--- src/fight_config.svh ---
`ifndef FIGHT_CONFIG_SVH
`define FIGHT_CONFIG_SVH

// screen and pixel bus
`define SCREEN_W    160
`define SCREEN_H    120
`define X_W         8
`define Y_W         7
`define COLOR_W     3

// drawing geometry
`define BOX_W       24
`define BOX_H       40
`define FIGHTER_Y   40
`define BAR_H       4
`define BAR_A_X     5
`define BAR_B_X     80
`define BAR_Y       5

`define COLOR_BLACK 3'b000
`define COLOR_GREEN 3'b010
`define COLOR_RED   3'b100
`define COLOR_A     3'b011
`define COLOR_B     3'b101

// movement limits
`define START_A_X   10
`define START_B_X   120
`define STEP        4
`define A_MIN_X     4
`define B_MAX_X     140
`define GAP_MIN     23
`define HIT_DIST    22

// keyboard scan codes
`define KEY_START   8'h29
`define A_RIGHT     8'h23
`define A_LEFT      8'h1C
`define A_KICK      8'h1D
`define A_PUNCH     8'h1B
`define B_RIGHT     8'h4B
`define B_LEFT      8'h3B
`define B_KICK      8'h43
`define B_PUNCH     8'h42

`define DEF_HEALTH  70
`define DEF_HOLD    222000

`endif

--- src/fight_pkg.sv ---
`default_nettype none

package fight_pkg;

	// one move per player per frame
	typedef enum logic [2:0] {
		idle_mv,
		left_mv,
		right_mv,
		kick_mv,
		punch_mv
	} move_t;

	typedef enum logic [3:0] {
		reset_st,
		hold_st,   // power-up delay
		wait_st,   // waits for start key
		fill_st,
		pause_st,
		bar_a_st,
		bar_b_st,
		box_a_st,
		box_b_st,
		apply_st,
		game_st,
		win_st
	} state_t;

endpackage

`default_nettype wire

--- src/fight_top.sv ---
`timescale 1ns/10ps
`default_nettype none
`include "fight_config.svh"

module fight_top #(
	parameter int MAX_HEALTH  = `DEF_HEALTH,
	parameter int HOLD_CYCLES = `DEF_HOLD
) (
	input  wire                 clk,
	input  wire                 reset_n,
	input  wire  [7:0]          key_a,
	input  wire                 key_a_valid,
	input  wire  [7:0]          key_b,
	input  wire                 key_b_valid,
	output logic [`X_W-1:0]     x,
	output logic [`Y_W-1:0]     y,
	output logic [`COLOR_W-1:0] color,
	output logic                plot,
	output logic [6:0]          health_a,
	output logic [6:0]          health_b,
	output logic [7:0]          distance,
	output logic                win
);

	fight_pkg::move_t  move_a;
	fight_pkg::move_t  move_b;
	fight_pkg::state_t state;
	logic              pending;
	logic              start_seen;
	logic              consume;
	logic              apply;
	logic              draw_done;
	logic [`X_W-1:0]   pos_a;
	logic [`X_W-1:0]   pos_b;

	key_decode u_keys (
		.clk         (clk),
		.reset_n     (reset_n),
		.key_a       (key_a),
		.key_a_valid (key_a_valid),
		.key_b       (key_b),
		.key_b_valid (key_b_valid),
		.consume     (consume),
		.move_a      (move_a),
		.move_b      (move_b),
		.pending     (pending),
		.start_seen  (start_seen)
	);

	fighter_execute #(.MAX_HEALTH(MAX_HEALTH)) u_fighters (
		.clk      (clk),
		.reset_n  (reset_n),
		.apply    (apply),
		.move_a   (move_a),
		.move_b   (move_b),
		.pos_a    (pos_a),
		.pos_b    (pos_b),
		.health_a (health_a),
		.health_b (health_b),
		.distance (distance),
		.win_flag (win)
	);

	frame_sequencer #(.HOLD_CYCLES(HOLD_CYCLES)) u_seq (
		.clk        (clk),
		.reset_n    (reset_n),
		.start_seen (start_seen),
		.pending    (pending),
		.draw_done  (draw_done),
		.win_flag   (win),
		.state      (state),
		.apply      (apply),
		.consume    (consume)
	);

	pixel_result #(.MAX_HEALTH(MAX_HEALTH)) u_pixels (
		.clk       (clk),
		.reset_n   (reset_n),
		.state     (state),
		.pos_a     (pos_a),
		.pos_b     (pos_b),
		.health_a  (health_a),
		.health_b  (health_b),
		.x         (x),
		.y         (y),
		.color     (color),
		.plot      (plot),
		.draw_done (draw_done)
	);

endmodule

`default_nettype wire

--- src/fighter_execute.sv ---
`timescale 1ns/10ps
`default_nettype none
`include "fight_config.svh"

module fighter_execute #(
	parameter int MAX_HEALTH = `DEF_HEALTH
) (
	input  wire                    clk,
	input  wire                    reset_n,
	input  wire                    apply,
	input  wire  fight_pkg::move_t move_a,
	input  wire  fight_pkg::move_t move_b,
	output logic [`X_W-1:0]        pos_a,
	output logic [`X_W-1:0]        pos_b,
	output logic [6:0]             health_a,
	output logic [6:0]             health_b,
	output logic [7:0]             distance,
	output logic                   win_flag
);

	localparam logic [`X_W-1:0] STEP    = `STEP;
	localparam logic [`X_W-1:0] GAP     = `GAP_MIN;
	localparam logic [`X_W-1:0] A_MIN   = `A_MIN_X;
	localparam logic [`X_W-1:0] B_MAX   = `B_MAX_X;
	localparam logic [7:0]      HIT     = `HIT_DIST;
	localparam logic [6:0]      FULL_HP = 7'(MAX_HEALTH);

	logic [`X_W-1:0] pos_a_nxt;
	logic [`X_W-1:0] pos_b_nxt;
	logic            strike_a;
	logic            strike_b;

	// both fighters judged against the old positions
	always_comb begin
		pos_a_nxt = pos_a;
		pos_b_nxt = pos_b;
		if (move_a == fight_pkg::right_mv && pos_a < pos_b - GAP)
			pos_a_nxt = pos_a + STEP;
		else if (move_a == fight_pkg::left_mv && pos_a > A_MIN)
			pos_a_nxt = pos_a - STEP;
		if (move_b == fight_pkg::right_mv && pos_b < B_MAX)
			pos_b_nxt = pos_b + STEP;
		else if (move_b == fight_pkg::left_mv && pos_b > pos_a + GAP)
			pos_b_nxt = pos_b - STEP;
	end

	// distance here is still the one from the previous frame
	assign strike_a = (move_a == fight_pkg::kick_mv || move_a == fight_pkg::punch_mv) &&
		(distance == HIT);
	assign strike_b = (move_b == fight_pkg::kick_mv || move_b == fight_pkg::punch_mv) &&
		(distance == HIT);

	always_ff @(posedge clk) begin
		if (!reset_n) begin
			pos_a    <= `START_A_X;
			pos_b    <= `START_B_X;
			health_a <= FULL_HP;
			health_b <= FULL_HP;
			distance <= '0;
		end else if (apply) begin
			pos_a    <= pos_a_nxt;
			pos_b    <= pos_b_nxt;
			distance <= 8'(pos_b_nxt - pos_a_nxt);
			if (strike_a && health_b != '0)
				health_b <= health_b - 1'b1;
			if (strike_b && health_a != '0)
				health_a <= health_a - 1'b1;
		end
	end

	assign win_flag = (health_a == '0) || (health_b == '0);

endmodule

`default_nettype wire

--- src/frame_sequencer.sv ---
`timescale 1ns/10ps
`default_nettype none
`include "fight_config.svh"

module frame_sequencer #(
	parameter int HOLD_CYCLES = `DEF_HOLD
) (
	input  wire               clk,
	input  wire               reset_n,
	input  wire               start_seen,
	input  wire               pending,
	input  wire               draw_done,
	input  wire               win_flag,
	output fight_pkg::state_t state,
	output logic              apply,
	output logic              consume
);

	localparam int              HC_W      = $clog2(HOLD_CYCLES + 1);
	localparam logic [HC_W-1:0] HOLD_LAST = HC_W'(HOLD_CYCLES - 1);

	fight_pkg::state_t state_nxt;
	logic [HC_W-1:0]   hold_cnt;
	logic              hold_over;

	assign hold_over = (hold_cnt == HOLD_LAST);

	always_comb begin
		state_nxt = state;
		case (state)
			fight_pkg::reset_st:
				state_nxt = fight_pkg::hold_st;
			fight_pkg::hold_st:
				if (hold_over)
					state_nxt = fight_pkg::wait_st;
			fight_pkg::wait_st:
				if (start_seen)
					state_nxt = fight_pkg::fill_st;
			fight_pkg::fill_st:
				if (draw_done)
					state_nxt = fight_pkg::pause_st;
			fight_pkg::pause_st:
				if (hold_over)
					state_nxt = fight_pkg::bar_a_st;
			fight_pkg::bar_a_st:
				if (draw_done)
					state_nxt = fight_pkg::bar_b_st;
			fight_pkg::bar_b_st:
				if (draw_done)
					state_nxt = fight_pkg::box_a_st;
			fight_pkg::box_a_st:
				if (draw_done)
					state_nxt = fight_pkg::box_b_st;
			fight_pkg::box_b_st:
				if (draw_done)
					state_nxt = fight_pkg::apply_st;
			fight_pkg::apply_st:
				state_nxt = fight_pkg::game_st;
			fight_pkg::game_st: begin
				if (win_flag)
					state_nxt = fight_pkg::win_st;
				else if (pending)
					state_nxt = fight_pkg::fill_st;
			end
			fight_pkg::win_st:
				state_nxt = fight_pkg::win_st; // game over
			default:
				state_nxt = fight_pkg::reset_st;
		endcase
	end

	always_ff @(posedge clk) begin
		if (!reset_n)
			state <= fight_pkg::reset_st;
		else
			state <= state_nxt;
	end

	// shared by hold and pause
	always_ff @(posedge clk) begin
		if (!reset_n)
			hold_cnt <= '0;
		else if (state_nxt != state)
			hold_cnt <= '0;
		else if (state == fight_pkg::hold_st || state == fight_pkg::pause_st)
			hold_cnt <= hold_cnt + 1'b1;
	end

	assign apply = (state == fight_pkg::apply_st);

	// start key dropped on the way out of wait
	assign consume = apply || (state == fight_pkg::wait_st && start_seen);

endmodule

`default_nettype wire

--- src/key_decode.sv ---
`timescale 1ns/10ps
`default_nettype none
`include "fight_config.svh"

module key_decode (
	input  wire              clk,
	input  wire              reset_n,
	input  wire        [7:0] key_a,
	input  wire              key_a_valid,
	input  wire        [7:0] key_b,
	input  wire              key_b_valid,
	input  wire              consume,
	output fight_pkg::move_t move_a,
	output fight_pkg::move_t move_b,
	output logic             pending,
	output logic             start_seen
);

	logic [7:0] code_a;
	logic [7:0] code_b;

	function automatic fight_pkg::move_t decode(
		input logic [7:0] code,
		input logic [7:0] right_code,
		input logic [7:0] left_code,
		input logic [7:0] kick_code,
		input logic [7:0] punch_code
	);
		case (code)
			right_code: decode = fight_pkg::right_mv;
			left_code:  decode = fight_pkg::left_mv;
			kick_code:  decode = fight_pkg::kick_mv;
			punch_code: decode = fight_pkg::punch_mv;
			default:    decode = fight_pkg::idle_mv;
		endcase
	endfunction

	// new key wins over consume
	always_ff @(posedge clk) begin
		if (!reset_n) begin
			code_a <= '0;
			code_b <= '0;
		end else begin
			if (key_a_valid)
				code_a <= key_a;
			else if (consume)
				code_a <= '0;
			if (key_b_valid)
				code_b <= key_b;
			else if (consume)
				code_b <= '0;
		end
	end

	assign move_a = decode(code_a, `A_RIGHT, `A_LEFT, `A_KICK, `A_PUNCH);
	assign move_b = decode(code_b, `B_RIGHT, `B_LEFT, `B_KICK, `B_PUNCH);

	assign pending    = (code_a != '0) || (code_b != '0);
	assign start_seen = (code_a == `KEY_START) || (code_b == `KEY_START);

endmodule

`default_nettype wire

--- src/pixel_result.sv ---
`timescale 1ns/10ps
`default_nettype none
`include "fight_config.svh"

module pixel_result #(
	parameter int MAX_HEALTH = `DEF_HEALTH
) (
	input  wire                     clk,
	input  wire                     reset_n,
	input  wire  fight_pkg::state_t state,
	input  wire  [`X_W-1:0]         pos_a,
	input  wire  [`X_W-1:0]         pos_b,
	input  wire  [6:0]              health_a,
	input  wire  [6:0]              health_b,
	output logic [`X_W-1:0]         x,
	output logic [`Y_W-1:0]         y,
	output logic [`COLOR_W-1:0]     color,
	output logic                    plot,
	output logic                    draw_done
);

	localparam logic [`X_W-1:0] BAR_LAST = `X_W'(MAX_HEALTH - 1);
	localparam logic [`X_W-1:0] BAR_A_X  = `BAR_A_X;
	localparam logic [`X_W-1:0] BAR_B_X  = `BAR_B_X;
	localparam logic [`Y_W-1:0] BAR_Y    = `BAR_Y;
	localparam logic [`Y_W-1:0] BOX_Y    = `FIGHTER_Y;

	logic [`X_W-1:0] scan_in;   // fast counter
	logic [`X_W-1:0] scan_out;
	logic [`X_W-1:0] in_max;
	logic [`X_W-1:0] out_max;
	logic            drawing;
	logic [`X_W-1:0] bar_x0;
	logic [`X_W-1:0] bar_hp;
	logic [`X_W-1:0] box_x0;

	// scan size per draw
	always_comb begin
		drawing = 1'b1;
		in_max  = '0;
		out_max = '0;
		case (state)
			fight_pkg::fill_st: begin
				in_max  = `X_W'(`SCREEN_W - 1);
				out_max = `X_W'(`SCREEN_H - 1);
			end
			fight_pkg::bar_a_st, fight_pkg::bar_b_st: begin
				in_max  = `X_W'(`BAR_H - 1); // rows inside a column
				out_max = BAR_LAST;
			end
			fight_pkg::box_a_st, fight_pkg::box_b_st: begin
				in_max  = `X_W'(`BOX_W - 1);
				out_max = `X_W'(`BOX_H - 1);
			end
			default:
				drawing = 1'b0;
		endcase
	end

	assign draw_done = drawing && (scan_in == in_max) && (scan_out == out_max);

	// back to zero after the last pixel of each draw
	always_ff @(posedge clk) begin
		if (!reset_n) begin
			scan_in  <= '0;
			scan_out <= '0;
		end else if (!drawing || draw_done) begin
			scan_in  <= '0;
			scan_out <= '0;
		end else if (scan_in == in_max) begin
			scan_in  <= '0;
			scan_out <= scan_out + 1'b1;
		end else begin
			scan_in <= scan_in + 1'b1;
		end
	end

	assign bar_x0 = (state == fight_pkg::bar_a_st) ? BAR_A_X : BAR_B_X;
	assign bar_hp = (state == fight_pkg::bar_a_st) ? `X_W'(health_a) : `X_W'(health_b);
	assign box_x0 = (state == fight_pkg::box_a_st) ? pos_a : pos_b;

	always_comb begin
		x     = '0;
		y     = '0;
		color = `COLOR_BLACK;
		case (state)
			fight_pkg::fill_st: begin
				x = scan_in;
				y = scan_out[`Y_W-1:0];
			end
			fight_pkg::bar_a_st, fight_pkg::bar_b_st: begin
				x     = bar_x0 + scan_out;
				y     = BAR_Y + scan_in[`Y_W-1:0];
				color = (scan_out <= bar_hp) ? `COLOR_GREEN : `COLOR_RED;
			end
			fight_pkg::box_a_st, fight_pkg::box_b_st: begin
				x     = box_x0 + scan_in;
				y     = BOX_Y + scan_out[`Y_W-1:0];
				color = (state == fight_pkg::box_a_st) ? `COLOR_A : `COLOR_B;
			end
			default: ;
		endcase
	end

	assign plot = drawing;

endmodule

`default_nettype wire

--- config.mk ---
export PLATFORM = sky130hd
export DESIGN_NAME = fight_top
export DESIGN_NICKNAME = d
export VERILOG_FILES = /design/src/fight_pkg.sv /design/src/fight_top.sv /design/src/fighter_execute.sv /design/src/frame_sequencer.sv /design/src/key_decode.sv /design/src/pixel_result.sv
export VERILOG_INCLUDE_DIRS = /design/src
export SDC_FILE = /design/constraint.sdc
export NUM_CORES = 1
export LEC_CHECK = 0
export ABC_AREA = 1
export BUFFER_PORTS_ARGS = -buffer_cell sky130_fd_sc_hd__buf_2
export CORE_MARGIN = 2
export CORE_UTILIZATION = 25
export CTS_CLUSTER_DIAMETER = 60
export CTS_CLUSTER_SIZE = 16
export DETAILED_ROUTE_END_ITERATION = 10
export PLACE_DENSITY = 0.49
export SLEW_MARGIN = 10
export SYNTH_ARGS = -nofsm -noshare
export SYNTH_HDL_FRONTEND = slang
export SYNTH_HIERARCHICAL = 1
export SYNTH_SLANG_ARGS = --single-unit
export TNS_END_PERCENT = 20
--- constraint.sdc ---
create_clock -name clk -period 3.55 [get_ports clk]
set_clock_uncertainty 0.1 [all_clocks]
set_input_delay 0.71 -clock clk [delete_from_list [all_inputs] [get_ports clk]]
set_output_delay 0.71 -clock clk [all_outputs]
set_load 0.01 [all_outputs]
==> results.json <==
{
  "clk_pin_slew_ns": 0.08,
  "cap_violations": 0,
  "fin_nets": 1311,
  "tns_ns": 0,
  "cp-start-kind": "flop",
  "via_per_inst": 4.53,
  "fin_crit_sh_pct": 97.2,
  "grt_overflow": 0,
  "cts_buffers": 9,
  "die_x_um": 179,
  "postCtsHoldBufs": 0,
  "synth_common_cells": "271 x nand2_1, 155 x inv_1, 143 x nor2_1",
  "gp_congestion": 0.871,
  "n_antenna_cell": 0,
  "finalNonFillerCells": 1637,
  "cts.path.max_buffers": 2,
  "synth.most_common_cell": "nand2_1",
  "worstPathMaxFanout": 7,
  "core_mm2": 0.0303,
  "synthCells": 1162,
  "track_usage_pct": 14.2,
  "status": "complete, no violations",
  "path_class": "reg -> out",
  "ys_async_sr_fraction_pct": 0,
  "dp.cells": 1620,
  "firstDrtPassIters": 5,
  "crit_path_end_kind": "primary output",
  "hold_viol": 0,
  "nFillCells": 3345,
  "design_area_mm2": 0.00896,
  "ant_nets": 0,
  "clockRootBuffer": "clkbuf_16",
  "hold_class": "reg -> reg",
  "cts_sinks": 87,
  "insertion_delay_ns": 0.36,
  "wirelength_mm": 22.1,
  "syn_area_per_cell_um2": 6.57,
  "p_leak_nw": 3.86,
  "wl_per_cell_um": 13.5,
  "rsz0062_at_grt": "true",
  "synth-seq-cells": 87,
  "drtIter0Drc": 578,
  "dieArea_mm2": 0.0320,
  "ir_worst_vdd_uv": 263,
  "io_pins": 62,
  "yosysTopAreaCell": "dfxtp_1",
  "finalMaxSlewViolations": 0,
  "yosysSeqAreaShare_pct": 22.8,
  "min_period_ns": 3.45,
  "synth_top_area_share_pct": 22.8,
  "grt_pass1_vias": 7077,
  "final_layout_size_suffix_gt1_share_pct": 19.8,
  "area_growth_pct": 17.3,
  "initial_core_util_pct": 25.2,
  "placed_area_mm2": 0.00844,
  "max-slew-margin-rel_pct": 46.3,
  "syn_area_mm2": 0.00764,
  "cts_tree": "built",
  "cp.required_ns": 2.74,
  "grt_max_degree": 26,
  "die_h_um": 179,
  "grt_pass1_wl_mm": 36.1,
  "htree_levels": 3,
  "antenna_found_initial": 0,
  "drcViolationCount": 0,
  "ys.flop_type": "dfxtp_1",
  "dpl.hpwl_mm": 17.4,
  "synth_edf_count": 0,
  "arrival_ns": 2.64,
  "fmax_mhz": 290,
  "io_buffers": 60,
  "ys.warnings.count": 6,
  "vias": 7418,
  "setup_viol": 0,
  "powerDensity_mw_per_mm2": 244,
  "final_util_pct": 29.5,
  "rows": 64,
  "synth_cell_types": 53,
  "tightest_slew_ns": 0.805,
  "synth_area_leaders": "dfxtp_1 23%, nand2_1 13%, ha_1 8.7%"
}
critical path, cell delays in order (launching register included):
cell and delay [ns]:
dfxtp_2 0.35, inv_1 0.08, nand2_2 0.09, nor3_4 0.21, buf_6 0.20, mux2i_4 0.28, ha_1 0.28, a21oi_1 0.13
o21ai_0 0.09, nand2_1 0.07, o211ai_1 0.08, nand2_1 0.13, nand2_1 0.07, nand2_1 0.09, buf_2 0.13
state kept, by name (all words and copies together), names as in the netlist:
| name | cells |
|---|---|
| u_fighters/health_b | 7 |
| u_pixels/scan_in | 8 |
| u_fighters/distance | 7 |
| u_fighters/pos_b | 6 |
| u_fighters/pos_a | 6 |
| u_seq/state | 4 |
| u_fighters/health_a | 7 |
| u_keys/code_b | 8 |
| u_keys/code_a | 8 |
| u_pixels/scan_out | 8 |
| u_seq/hold_cnt | 18 |
cell usage in the layout (no fill, tap or decap), types with 4 or more instances in the layout:
master     Yosys  routed
nand2_1      271     270
inv_1        155     153
nor2_1       143     139
dfxtp_1       87      80
a21oi_1       72      67
nand3_1       67      66
buf_2          4      60
ha_1          53      47
xor2_1        45      42
o21ai_0       38      35
buf_4          9      30
nand4_1       29      29
nand2_2       23      23
nor2_4        21      21
nor3_1        16      15
nor2_2        10      14
o211ai_1      12      12
inv_2         10      11
clkbuf_16      0       9
a21oi_2        3       8
o21ai_1        7       8
nand2_4        5       6
nand3_2        5       6
o21ai_2        4       6
xnor2_1        6       6
dfxtp_2        0       6
conb_1         2       5
nor3_2         4       4
ha_4           0       4
o221ai_1       4       4
kinds of logic (layout without fill, tap and decap cells):
group,count (synthesis),count (layout),share of synthesized area [%]
other,2,5,0.0983
buffers and inverters,198,274,11.4
muxes,9,9,1.28
AOI/OAI and AO/OA,155,155,11.6
DFF,87,87,22.8
xor gates and xnor gates,51,51,5.85
and+or+nand+nor,605,605,37.8
adders and majority gates,55,55,9.20
power by group:
part	leakage, nW	switching [mW]	total, mW	internal, mW
Clock	0.159	0.483	1.06	0.572
Combinational	3.00	0.0872	0.129	0.0418
Sequential	0.707	0.0133	1.00	0.986
per-stage QoR:
stage / power (mW) / hold slack, ns / setup WS [ns]
3_5_place_dp: 1.15 / 0.370 / -0.00137
3_3_place_gp: 1.15 / 0.367 / 0.111
6_report: 2.18 / 0.379 / 0.0979
2_1_floorplan: 1.13 / 0.352 / 0.198
5_1_grt: 2.29 / 0.406 / -0.0776
4_1_cts: 2.22 / 0.382 / 0.00355
per-layer routing:
metal / global-route usage [%] / wire [µm]
met1: 19.9 / 11100
met4: 5.32 / 467
met3: 1.59 / 678
met2: 22.5 / 9900
met5: 0 / 0
final cells by class:
cell class	instances	area, µm²	share of cell area [%]
multi-input cells	880	5220	58.3
flip-flops and latches	87	1750	19.6
clock buffers	9	225	2.51
inverters	167	632	7.05
clock inverters	7	97.6	1.09
repair buffers	91	537	5.99
well taps	396	495	5.53
path summary, 6_finish.rpt:
path | startpoint | endpoint | slack, ns | cells past startpoint
setup / recovery | u_seq/state[3]$_SDFF_PN0_ | color[1] | 0.1 | 14
hold / removal | u_keys/code_a[6]$_SDFFE_PN0P_ | u_keys/code_a[6]$_SDFFE_PN0P_ | 0.38 | 2
setup reg to reg | u_fighters/pos_a[3]$_SDFFE_PN1P_ | u_fighters/distance[7]$_SDFFE_PN0P_ | 0.23 | 22
hold reg to reg | u_keys/code_a[6]$_SDFFE_PN0P_ | u_keys/code_a[6]$_SDFFE_PN0P_ | 0.38 | 2
what timing repair did:
item	4_1_cts	5_1_grt
cloned	0	0
setup endpoints to repair	5	10
gates resized for setup	8	40
buffers inserted	0	1
pin swaps	0	12
No activity file was read; power rests on OpenSTA's default activity.
